===== src/rtl/soc_pkg.sv =====
`default_nettype none

package soc_pkg;

    typedef logic [63:0] xlen_t;    // Register and bus data word
    typedef logic [63:0] addr_t;    // Byte address
    typedef logic [31:0] instr_t;
    typedef logic [7:0]  byte_t;    // Scan code or serial byte
    typedef logic [3:0]  irq_vec_t;

    // Interrupt vector values
    localparam irq_vec_t IRQ_NONE = 4'd0;
    localparam irq_vec_t IRQ_KEY  = 4'd1;   // Keyboard

    // Address map of one memory for ROM and RAM
    localparam addr_t ROM_BASE  = 64'h0000_0000_0000_0000;   // Interrupt routine
    localparam addr_t RAM_BASE  = 64'h0000_0000_0000_0400;   // Entry after reset
    localparam int    MEM_WORDS = 768;                       // 32-bit words
    localparam addr_t KEY_ADDR  = 64'h0000_0000_0000_07F0;   // Read only
    localparam addr_t UART_ADDR = 64'h0000_0000_0000_07F8;   // Write only

    // Opcodes of the supported subset
    localparam logic [6:0] OPC_LUI   = 7'b0110111;
    localparam logic [6:0] OPC_JAL   = 7'b1101111;
    localparam logic [6:0] OPC_LOAD  = 7'b0000011;
    localparam logic [6:0] OPC_STORE = 7'b0100011;

    // MRET has a single fixed encoding
    localparam instr_t MRET_WORD = 32'h3020_0073;

endpackage

`default_nettype wire


===== src/rtl/ps2_receiver.sv =====
`timescale 1ns/1ps
`default_nettype none

module ps2_receiver (
    input  wire            clk,
    input  wire            rst_n,
    input  wire            ps2_clk,
    input  wire            ps2_dat,
    output soc_pkg::byte_t scan_code,
    output logic           code_valid
);
    import soc_pkg::*;

    typedef enum logic [1:0] {
        ST_IDLE,
        ST_DATA,
        ST_PARITY,
        ST_STOP
    } state_t;

    state_t     state;
    logic [2:0] clk_sync;   // Two sync stages plus history for the edge
    logic [1:0] dat_sync;
    logic       fall;
    logic       bit_in;
    byte_t      shift;
    logic [2:0] bit_cnt;
    logic       parity_ok;

    assign fall   = clk_sync[2] & ~clk_sync[1];
    assign bit_in = dat_sync[1];

    // Both lines idle high
    always_ff @(posedge clk or negedge rst_n) begin
        if (!rst_n) begin
            clk_sync <= 3'b111;
            dat_sync <= 2'b11;
        end else begin
            clk_sync <= {clk_sync[1:0], ps2_clk};
            dat_sync <= {dat_sync[0], ps2_dat};
        end
    end

    // Device changes data on the rising edge, so sample on the falling one
    always_ff @(posedge clk or negedge rst_n) begin
        if (!rst_n) begin
            state      <= ST_IDLE;
            shift      <= '0;
            bit_cnt    <= '0;
            parity_ok  <= 1'b0;
            scan_code  <= '0;
            code_valid <= 1'b0;
        end else begin
            code_valid <= 1'b0;
            if (fall) begin
                case (state)
                    ST_IDLE: begin
                        if (!bit_in) begin      // Start bit
                            bit_cnt <= '0;
                            state   <= ST_DATA;
                        end
                    end
                    ST_DATA: begin
                        shift   <= {bit_in, shift[7:1]};   // LSB first
                        bit_cnt <= bit_cnt + 1'b1;
                        if (bit_cnt == 3'd7) begin
                            state <= ST_PARITY;
                        end
                    end
                    ST_PARITY: begin
                        parity_ok <= ^{shift, bit_in};   // Odd parity over 9 bits
                        state     <= ST_STOP;
                    end
                    default: begin
                        // Stop bit must be high, else the frame is dropped
                        if (bit_in && parity_ok) begin
                            scan_code  <= shift;
                            code_valid <= 1'b1;
                        end
                        state <= ST_IDLE;
                    end
                endcase
            end
        end
    end

endmodule

`default_nettype wire


===== config.mk =====
export PLATFORM = sky130hd
export DESIGN_NAME = ps2_receiver
export DESIGN_NICKNAME = d
export VERILOG_FILES = /design/src/rtl/soc_pkg.sv /design/src/rtl/ps2_receiver.sv
export SDC_FILE = /design/constraint.sdc
export NUM_CORES = 1
export LEC_CHECK = 0
export ABC_AREA = 1
export BUFFER_PORTS_ARGS = -buffer_cell sky130_fd_sc_hd__buf_2
export CAP_MARGIN = 20
export CORE_ASPECT_RATIO = 2
export CORE_UTILIZATION = 30
export DETAILED_ROUTE_END_ITERATION = 8
export PLACE_DENSITY_LB_ADDON = 0.1
export SLEW_MARGIN = 10
export SYNTH_ARGS = -nofsm -noshare
export SYNTH_HDL_FRONTEND = slang
export SYNTH_SLANG_ARGS = --single-unit

===== constraint.sdc =====
create_clock -name clk -period 1.24 [get_ports clk]
set_input_delay 0.186 -clock clk [delete_from_list [all_inputs] [get_ports clk]]
set_output_delay 0.186 -clock clk [all_outputs]
set_load 0.01 [all_outputs]

Yosys cells after proc, flatten, opt, wreduce, memory -nomap -nowiden
Index checks and enable logic that the tools add are counted.
W data, S select, Z words.

operators by class
  add/sub/neg operators = 1
  equal/unequal tests = 5
  mux-type cells = 8
  bitwise operators = 3
  reductions and logical operators = 10

operator list
  operator               number
  $reduce_and A3 Y1      3
  $reduce_xor A9 Y1      1
  $pmux W2 S3            1
  $pmux W3 S2            1
  $mux W2                2
  $ne A2 B2 Y1 const B   2
  $reduce_and A2 Y1      2
  $add A3 B1 Y3 const B  1
  $eq A3 B3 Y1 const B   1
  $mux W1                3
  $mux W3                1
  $reduce_or A3 Y1       1
  $eq A2 B1 Y1 const B   1
  $eq A2 B2 Y1 const B   1
  $logic_not A2 Y1       1
  $not A1 Y1             2
  $reduce_bool A2 Y1     1
  $and A1 B1 Y1          1
  $logic_and A1 B1 Y1    1

word-level totals
  bits in registers = 28
  bits of input ports = 4
  output and inout port bits = 9
  word-level logic and storage cells = 35

Longest topological paths before layout
Gate-level depths: netlist of the first run.

  word-level depth = 4
  mapped depth = 9
  gate-level depth less buffers = 9

Worst setup path after synthesis of the first run
OpenSTA, ideal clock, no wires.

  path kind = reg2reg
  start = reg clk_sync[2]
  end = reg scan_code[6]
  setup time = 0.125 ns
  arrival = 1.200 ns
  required time = 1.115 ns
  slack = -0.085 ns
  cell stages (with the launch flop) = 6
  buffers on the path = 0
  period minus slack after synthesis = 1.325 ns
  cell sequence = dfstp_2 -> inv_1 -> nor2_2 -> inv_2 -> nor2_8 -> mux2_2

on the way
  word-level cells in the longest chain between the ends = 2

ends and longest elaborated chain
  item                         RTL line            text
  start: declaration           ps2_receiver.sv:22  logic [2:0] clk_sync;
  start signal: assignment     ps2_receiver.sv:39  clk_sync <= {clk_sync[1:0], ps2_clk};
  $and A1 B1 Y1                ps2_receiver.sv:30  assign fall = clk_sync[2] & ~clk_sync[1];
  $reduce_and A3 Y1 (no line)  --
  end signal: assignment       ps2_receiver.sv:77  scan_code <= shift;
  end: declaration             ps2_receiver.sv:9   output soc_pkg::byte_t scan_code,

Every way passes these cells.
A chain may end at the register's enable or synchronous reset.

Final worst setup path of the first run
Ends and elaborated chain as after synthesis.

==> impl_results.rst, run 1 <==
.. list-table::
   :header-rows: 1

   * - Metric
     - Value
   * - Register share of total power
     - 41.6%
   * - Static leakage
     - 0.854 nW
   * - Net switching power of the design
     - 1.44 mW
   * - Largest area contributor in the synthesized netlist
     - sky130_fd_sc_hd__dfrtp_1
   * - Instance area at placement
     - 1470 µm²
   * - Clock network power share
     - 15.2%
   * - Final period demand of the worst path
     - 1320 ps
   * - Initial drt markers
     - 21
   * - Sequential Area
     - 707 µm²
   * - Vias in the first global route
     - 946
   * - Total congestion overflow after global routing
     - 0
   * - Final worst setup slack
     - -78.4 ps
   * - Tightest Hold Check Type
     - reg -> reg
   * - Type of element launching the critical path
     - flop
   * - List of most frequent post-synthesis cells
     - sky130_fd_sc_hd__nand2_1, sky130_fd_sc_hd__dfrtp_1, sky130_fd_sc_hd__inv_1, sky130_fd_sc_hd__nor2_1, sky130_fd_sc_hd__o21ai_0
   * - Power share of the combinational group
     - 43.2%
   * - Final design area excluding fillers
     - 1650 µm²
   * - Die extent in x
     - 48.5 µm
   * - Placement Setup Slack
     - -107 ps
   * - Number of max-capacitance violations reported
     - 0
   * - Aggregate global-route resource usage
     - 12.1%
   * - Count of nets left with antenna violations after detail routing
     - 0
   * - Cell family with the largest share of critical-path delay
     - flip-flops
   * - Cell seen most often among critical-path stages
     - sky130_fd_sc_hd__inv_2
   * - Multi-input gate area in the final layout
     - 573 µm²
   * - Clock root cell
     - sky130_fd_sc_hd__clkbuf_8
   * - Die span in y
     - 94.9 µm
   * - Synthesis Warnings
     - 0
   * - Post-synthesis sequential area ratio
     - 54.6%
   * - Post-synthesis instance area
     - 1290 µm²
   * - Run status
     - finished, violations left
   * - DRC
     - 0
   * - Cell type of the slowest stage on the worst timing path
     - sky130_fd_sc_hd__dfstp_2
   * - Number of flops mapped to enable cells by yosys
     - 0
   * - Via count of the routed design
     - 973
   * - Total power divided by cell area
     - 2210 nW/µm²
   * - Clock net sink count
     - 28
   * - Setup skew after layout
     - 2.70 ps
   * - Routed wire per std cell
     - 12.0 µm
   * - Synth-to-Final Area Change
     - 27.5%
   * - HPWL after DPL
     - 1.90 mm
   * - Switching part of the total power
     - 39.5%
   * - CP Data Required Time
     - 1400 ps
   * - Clock latency of the later-clocked register in the worst-skew pair
     - 270 ps
   * - RSZ-0062 raised after global routing
     - true
   * - Number of antenna violations at the first check in global routing
     - 0
   * - Instance count of the mapped netlist
     - 140
   * - Failing checks
     - negative setup slack
   * - Primary FF master, synth
     - sky130_fd_sc_hd__dfrtp_1
   * - Synth cell types
     - 19
   * - Worst-Margin Slew
     - 360 ps
   * - Synthesized netlist net count
     - 150
   * - Internal power
     - 2.20 mW
   * - Clock input transition at the sequential cells of the worst setup and hold paths
     - 90 ps
   * - Critical Path, Cell by Cell
     - inv_2 > nor2_4 > inv_2 > nor2_8 > mux2_4
   * - Maximum frequency from static timing analysis
     - 0.758 GHz
   * - Port-buffer cells
     - 12
   * - Number of nets in the layout
     - 179
   * - Clock tree from TritonCTS
     - built
   * - Sum of buffers and inverters on the critical path
     - 2
   * - Fill cell instance count of the final layout
     - 428
   * - Final wirelength
     - 2.64 mm
   * - Maximum number of pins on one net before global-route repair
     - 29
   * - Placed cell count
     - 211
   * - Fraction of registers with async set or reset after synthesis
     - 100%
   * - Top cell type's share of synthesized area
     - 44.4%
   * - Antenna fix cells
     - 0
   * - Final Hold Violating Endpoints
     - 0
   * - Final GP Congestion
     - 0.755
   * - # H-tree levels
     - 1
   * - Critical Path Fanout Max
     - 4
   * - Register bit count reported by yosys
     - 28
   * - Die outline area
     - 4600 µm²
   * - Max-slew violation total from the final report
     - 0
   * - Core Util, Final
     - 40.0%
   * - Peak per-stage delay on the critical path
     - 530 ps
   * - Post-Route Setup TNS
     - -329 ps
   * - Final cell count without fillers
     - 220
   * - Number of buffers created by CTS
     - 3
   * - Vias per Instance
     - 4.42
   * - WS Path Type
     - reg -> reg
   * - Floorplan row count
     - 33
   * - Number of search-and-repair iterations in the first detailed-routing pass
     - 4
   * - First-pass GRT wire length
     - 4.19 mm
   * - Post-Synthesis Mean Instance Area
     - 9.25 µm²
   * - Area of the core region
     - 4130 µm²
   * - Maximum resistive drop on vdd
     - 0.00118 V
   * - Most common cell in the synthesized netlist
     - sky130_fd_sc_hd__nand2_1
   * - I/O pin total
     - 13
   * - Worst Setup End Kind
     - flop
   * - Arrival time of the worst setup path
     - 1480 ps
   * - Maximum count of clock buffers along a single path
     - 2
   * - Initial Utilization
     - 31.4%
   * - Synth top area cells
     - sky130_fd_sc_hd__dfrtp_1, sky130_fd_sc_hd__nand2_1, sky130_fd_sc_hd__dfstp_2, sky130_fd_sc_hd__ha_1, sky130_fd_sc_hd__inv_1
   * - Share of cells above drive strength 1
     - 38.7%
   * - Worst-case headroom to the max-slew limit
     - 76.0%
   * - Final clock period utilization by the worst path
     - 106%
   * - Finish-stage setup viols
     - 10
-- registers in the layout, summed over array words and instances, names as in the netlist --
register	count
bit_cnt	3
clk_sync	3
code_valid	1
dat_sync	2
parity_ok	1
scan_code	8
shift	8
state	2
-- power by group through the flow --
stage / Sequential [mW] / Clock, mW / Combinational [mW]
floorplan: 1.52 / 0 / 0.864
global placement: 1.49 / 0 / 1.31
detailed placement: 1.50 / 0 / 1.35
CTS: 1.50 / 0.592 / 1.43
global route: 1.56 / 0.621 / 1.80
finish: 1.51 / 0.555 / 1.57
-- path summary, 6_finish.rpt --
kind	startpoint	endpoint	slack [ps]	cells after the start
max	clk_sync[2]	scan_code[6]	-80	5
min	dat_sync[0]	dat_sync[1]	360	0
max reg2reg	clk_sync[2]	scan_code[6]	-80	5
min reg2reg	dat_sync[0]	dat_sync[1]	360	0
max in group asynchronous	rst_n	dat_sync[0]	500	3
min in group asynchronous	rst_n	code_valid	440	3
-- cell families (layout without fill, tap and decap cells) --
group	count (synthesis)	after routing	synth area share (%)
flops	28	28	54.6
fa+ha+maj	6	6	5.80
xor+xnor	1	1	0.676
buf+inv	20	48	7.63
simple gates	66	66	22.7
compound gates	18	18	7.73
mux	1	1	0.870
-- layout make-up --
type,instances,area share [%]
clock buffers,4,3.33
inverters,18,4.09
flip-flops and latches,28,42.8
repair buffers,26,11.1
well taps,52,3.94
multi-input cells,92,34.7
-- timing repair --
item	4_1_cts	5_1_grt
gates cloned	0	0
hold buffers	3	0
setup buffers	1	1
pin swaps	3	9
endpoints found under the hold margin	25	0
endpoints found under the setup margin	22	22
resized for setup	12	21
-- per-layer routing --
metal  global-route usage [%]  part of all wire, %  wire (µm)  up-vias
li1                         -                    -          -      488
met1                     12.1                   39       1020      479
met2                     23.9                   59       1550        4
met3                     2.09                  1.6         41        2
met4                     4.90                  1.1         28        0
met5                        0                    0          0        -
-- cells in the final DEF (no fill, tap or decap), drive strengths merged --
master,n
nor2,18
dfrtp,23
ha,6
dlygate4sd3,3
clkbuf,4
inv,18
o21ai,9
mux2,1
o31ai,1
a21oi,8
nand3,8
dfstp,5
buf,23
xor2,1
nand2,40
-- stage by stage --
| stage | total power, mW | hold WS [ps] |
|---|---|---|
| after floorplan | 2.39 | -110 |
| after global placement | 2.80 | 209 |
| after detailed placement | 2.86 | 213 |
| after CTS | 3.52 | 362 |
| after global routing | 3.99 | 364 |
| final | 3.64 | 359 |
(Power assumes the default switching activity.)
==> run 2: changes to the inputs <==
--- a/config.mk
+++ b/config.mk
@@ -8,7 +8,6 @@
 export ABC_AREA = 1
 export BUFFER_PORTS_ARGS = -buffer_cell sky130_fd_sc_hd__buf_2
 export CAP_MARGIN = 20
-export CORE_ASPECT_RATIO = 2
 export CORE_UTILIZATION = 30
 export DETAILED_ROUTE_END_ITERATION = 8
 export PLACE_DENSITY_LB_ADDON = 0.1
==> impl_results.rst, run 2 (same netlist as run 1, synthesis figures left out) <==
.. list-table::
   :header-rows: 1

   * - Metric
     - Value
   * - Run status
     - finished, violations left
   * - Failing checks
     - negative setup slack
   * - Final period demand of the worst path
     - 1280 ps (-41.3 ps)
   * - Maximum resistive drop on vdd
     - 0.000722 V (-39%)
   * - Aggregate global-route resource usage
     - 12.3% (+0.27 points)
   * - Worst Setup SP
     - clk_sync[2]
   * - Top flop regs
     - scan_code x8, shift x8
   * - Max-slew violation total from the final report
     - 0 (unchanged)
   * - Share of cells above drive strength 1
     - 36.3% (-2.4 points)
   * - Count of nets left with antenna violations after detail routing
     - 0 (unchanged)
   * - Final clock period utilization by the worst path
     - 103% (-3.3 points)
   * - Number of search-and-repair iterations in the first detailed-routing pass
     - 4 (unchanged)
   * - Clock root cell
     - sky130_fd_sc_hd__clkbuf_8
   * - Worst-case headroom to the max-slew limit
     - 73.7% (-2.3 points)
   * - Die outline area
     - 4580 µm² (-0.34%)
   * - Reg2Reg Setup Slack
     - -40 ps (+40 ps)
   * - Vias per Instance
     - 4.37 (-1.2%)
   * - Final design area excluding fillers
     - 1690 µm² (+2.0%)
   * - Number of antenna violations at the first check in global routing
     - 0 (unchanged)
   * - First-pass GRT wire length
     - 4.11 mm (-1.8%)
   * - Final worst setup slack
     - -37.2 ps (+41.3 ps)
   * - Wire length on met3
     - 68 µm (+66%)
   * - Floorplan row count
     - 23 (-30%)
   * - Met2 WL
     - 1.15 mm (-26%)
   * - Initial drt markers
     - 26 (+24%)
   * - I/O pin total
     - 13 (unchanged)
   * - Number of max-capacitance violations reported
     - 0 (unchanged)
   * - Clock tree from TritonCTS
     - built
   * - Area of the core region
     - 4090 µm² (-1.0%)
   * - Destination of the critical timing path
     - scan_code[6]
   * - Initial Utilization
     - 31.7% (+0.33 points)
   * - Maximum frequency from static timing analysis
     - 0.783 GHz (+3.2%)
   * - Setup skew after layout
     - 1.63 ps (-1.07 ps)
   * - Worst-Margin Slew
     - 395 ps (+35.2 ps)
   * - Static leakage
     - 0.865 nW (+1.3%)
   * - Clock net sink count
     - 28 (unchanged)
   * - Number of buffers created by CTS
     - 3 (unchanged)
   * - Total power divided by cell area
     - 2200 nW/µm² (-0.25%)
   * - Arrival time of the worst setup path
     - 1440 ps (-40 ps)
   * - Clock input transition at the sequential cells of the worst setup and hold paths
     - 100 ps (about the same)
   * - Final wirelength
     - 2.54 mm (-3.8%)
   * - Finish-stage setup viols
     - 4 (-6)
   * - Critical Path Fanout Max
     - 4 (unchanged)
   * - Die extent in x
     - 67.7 µm (+40%)
   * - Via count of the routed design
     - 966 (-0.72%)
   * - Synth-to-Final Area Change
     - 30.1%
   * - Worst Setup End Kind
     - flop
   * - Cell depth of the worst flop-to-flop path
     - 5 (unchanged)
   * - Final Hold Violating Endpoints
     - 0 (unchanged)
   * - Port-buffer cells
     - 12 (unchanged)
   * - Clock latency of the later-clocked register in the worst-skew pair
     - 270 ps (about the same)
   * - Instance area at placement
     - 1480 µm² (+0.68%)
   * - Antenna fix cells
     - 0 (unchanged)
   * - Maximum count of clock buffers along a single path
     - 2 (unchanged)
   * - FF-to-FF End
     - scan_code[6]
   * - Vias in the first global route
     - 891 (-5.8%)
   * - Maximum number of pins on one net before global-route repair
     - 17 (-41%)
   * - Tightest Hold Check Type
     - in -> async
   * - Sequential Area
     - 708 µm² (+0.18%)
   * - Reg-to-Reg Start
     - clk_sync[2]
   * - Type of element launching the critical path
     - flop
   * - Final GP Congestion
     - 0.722 (-4.4%)
   * - HPWL after DPL
     - 1.85 mm (-2.5%)
   * - Highest-count cells in the layout ignoring fill and taps
     - sky130_fd_sc_hd__nand2_1, sky130_fd_sc_hd__dfrtp_1, sky130_fd_sc_hd__inv_1
   * - Top routing layer used
     - met4
   * - Most frequent standard cell in the layout excluding fill and tap cells
     - sky130_fd_sc_hd__nand2_1
   * - Total congestion overflow after global routing
     - 0 (unchanged)
   * - Routed wire per std cell
     - 11.5 µm (-4.2%)
   * - WS Path Type
     - reg -> reg
   * - Power, Total
     - 3.71 mW (+1.8%)
   * - Die span in y
     - 67.7 µm (-29%)
   * - Multi-input gate area in the final layout
     - 569 µm² (-0.66%)
   * - Number of nets in the layout
     - 182 (+1.7%)
   * - # H-tree levels
     - 1 (unchanged)
   * - Post-route worst hold slack
     - 364 ps (+4.82 ps)
   * - DRC
     - 0 (unchanged)
   * - Fill cell instance count of the final layout
     - 435 (+1.6%)
   * - CP Data Required Time
     - 1400 ps (about the same)
   * - RSZ-0062 raised after global routing
     - true
   * - Post-route met1 wirelength
     - 1.31 mm (+28%)
==> run 2: final cells by class <==
cell class,count,area share [%]
Sequential cell,28,42.0
Multi-Input combinational cell,92,33.8
Timing Repair Buffer,29,13.2
Inverter,18,4.01
Tap cell,50,3.71
Clock buffer,4,3.27
==> run 2: critical path, cell delays in order, from the launching register on <==
cell	delay, ps
sky130_fd_sc_hd__dfstp_2	540
sky130_fd_sc_hd__inv_2	40
sky130_fd_sc_hd__nor2_4	120
sky130_fd_sc_hd__inv_2	80
sky130_fd_sc_hd__nor2_8	100
sky130_fd_sc_hd__mux2_4	300
==> run 2: metrics by stage <==
| step | setup TNS, ps | std cells | setup slack, ps | utilization [%] |
|---|---|---|---|---|
| 2_1_floorplan | -64.8 | 140 | -64.8 | - |
| 3_3_place_gp | -47.8 | 209 | -24.2 | 36.1 |
| 3_5_place_dp | -280 | 209 | -42.9 | 36.1 |
| 4_1_cts | -101 | 218 | -19.0 | 39.8 |
| 5_1_grt | -932 | 221 | -108 | 41.2 |
| 6_report | -114 | 221 | -37.2 | 41.2 |
==> run 2: worst min path at each step <==
stage	end	startpoint	cells past startpoint
3_5_place_dp	bit_cnt[0]	rst_n	1
2_1_floorplan	bit_cnt[0]	rst_n	0
6_report	bit_cnt[0]	rst_n	2
5_1_grt	clk_sync[1]	clk_sync[0]	0
4_1_cts	clk_sync[1]	clk_sync[0]	0
3_3_place_gp	bit_cnt[0]	rst_n	1
==> run 2: power breakdown <==
part	switching, mW	total, mW	internal [mW]
Sequential	0.266	1.51	1.25
Combinational	0.883	1.63	0.747
Clock	0.281	0.565	0.284
Total	1.43	3.71	2.28
==> run 2: what timing repair did <==
| action | in CTS | in global routing |
|---|---|---|
| resized for setup | 15 | 15 |
| endpoints found under the setup margin | 19 | 22 |
| pin swaps | 7 | 1 |
| hold endpoints to repair | 16 | 0 |
| buffers inserted | 2 | 3 |
| hold buffers | 3 | 0 |
==> run 2: metal layers <==
layer | GRT usage (%) | vias up
li1 | - | 497
met1 | 17.6 | 455
met2 | 18.3 | 12
met3 | 2.53 | 2
met4 | 3.99 | 0
met5 | 0 | -
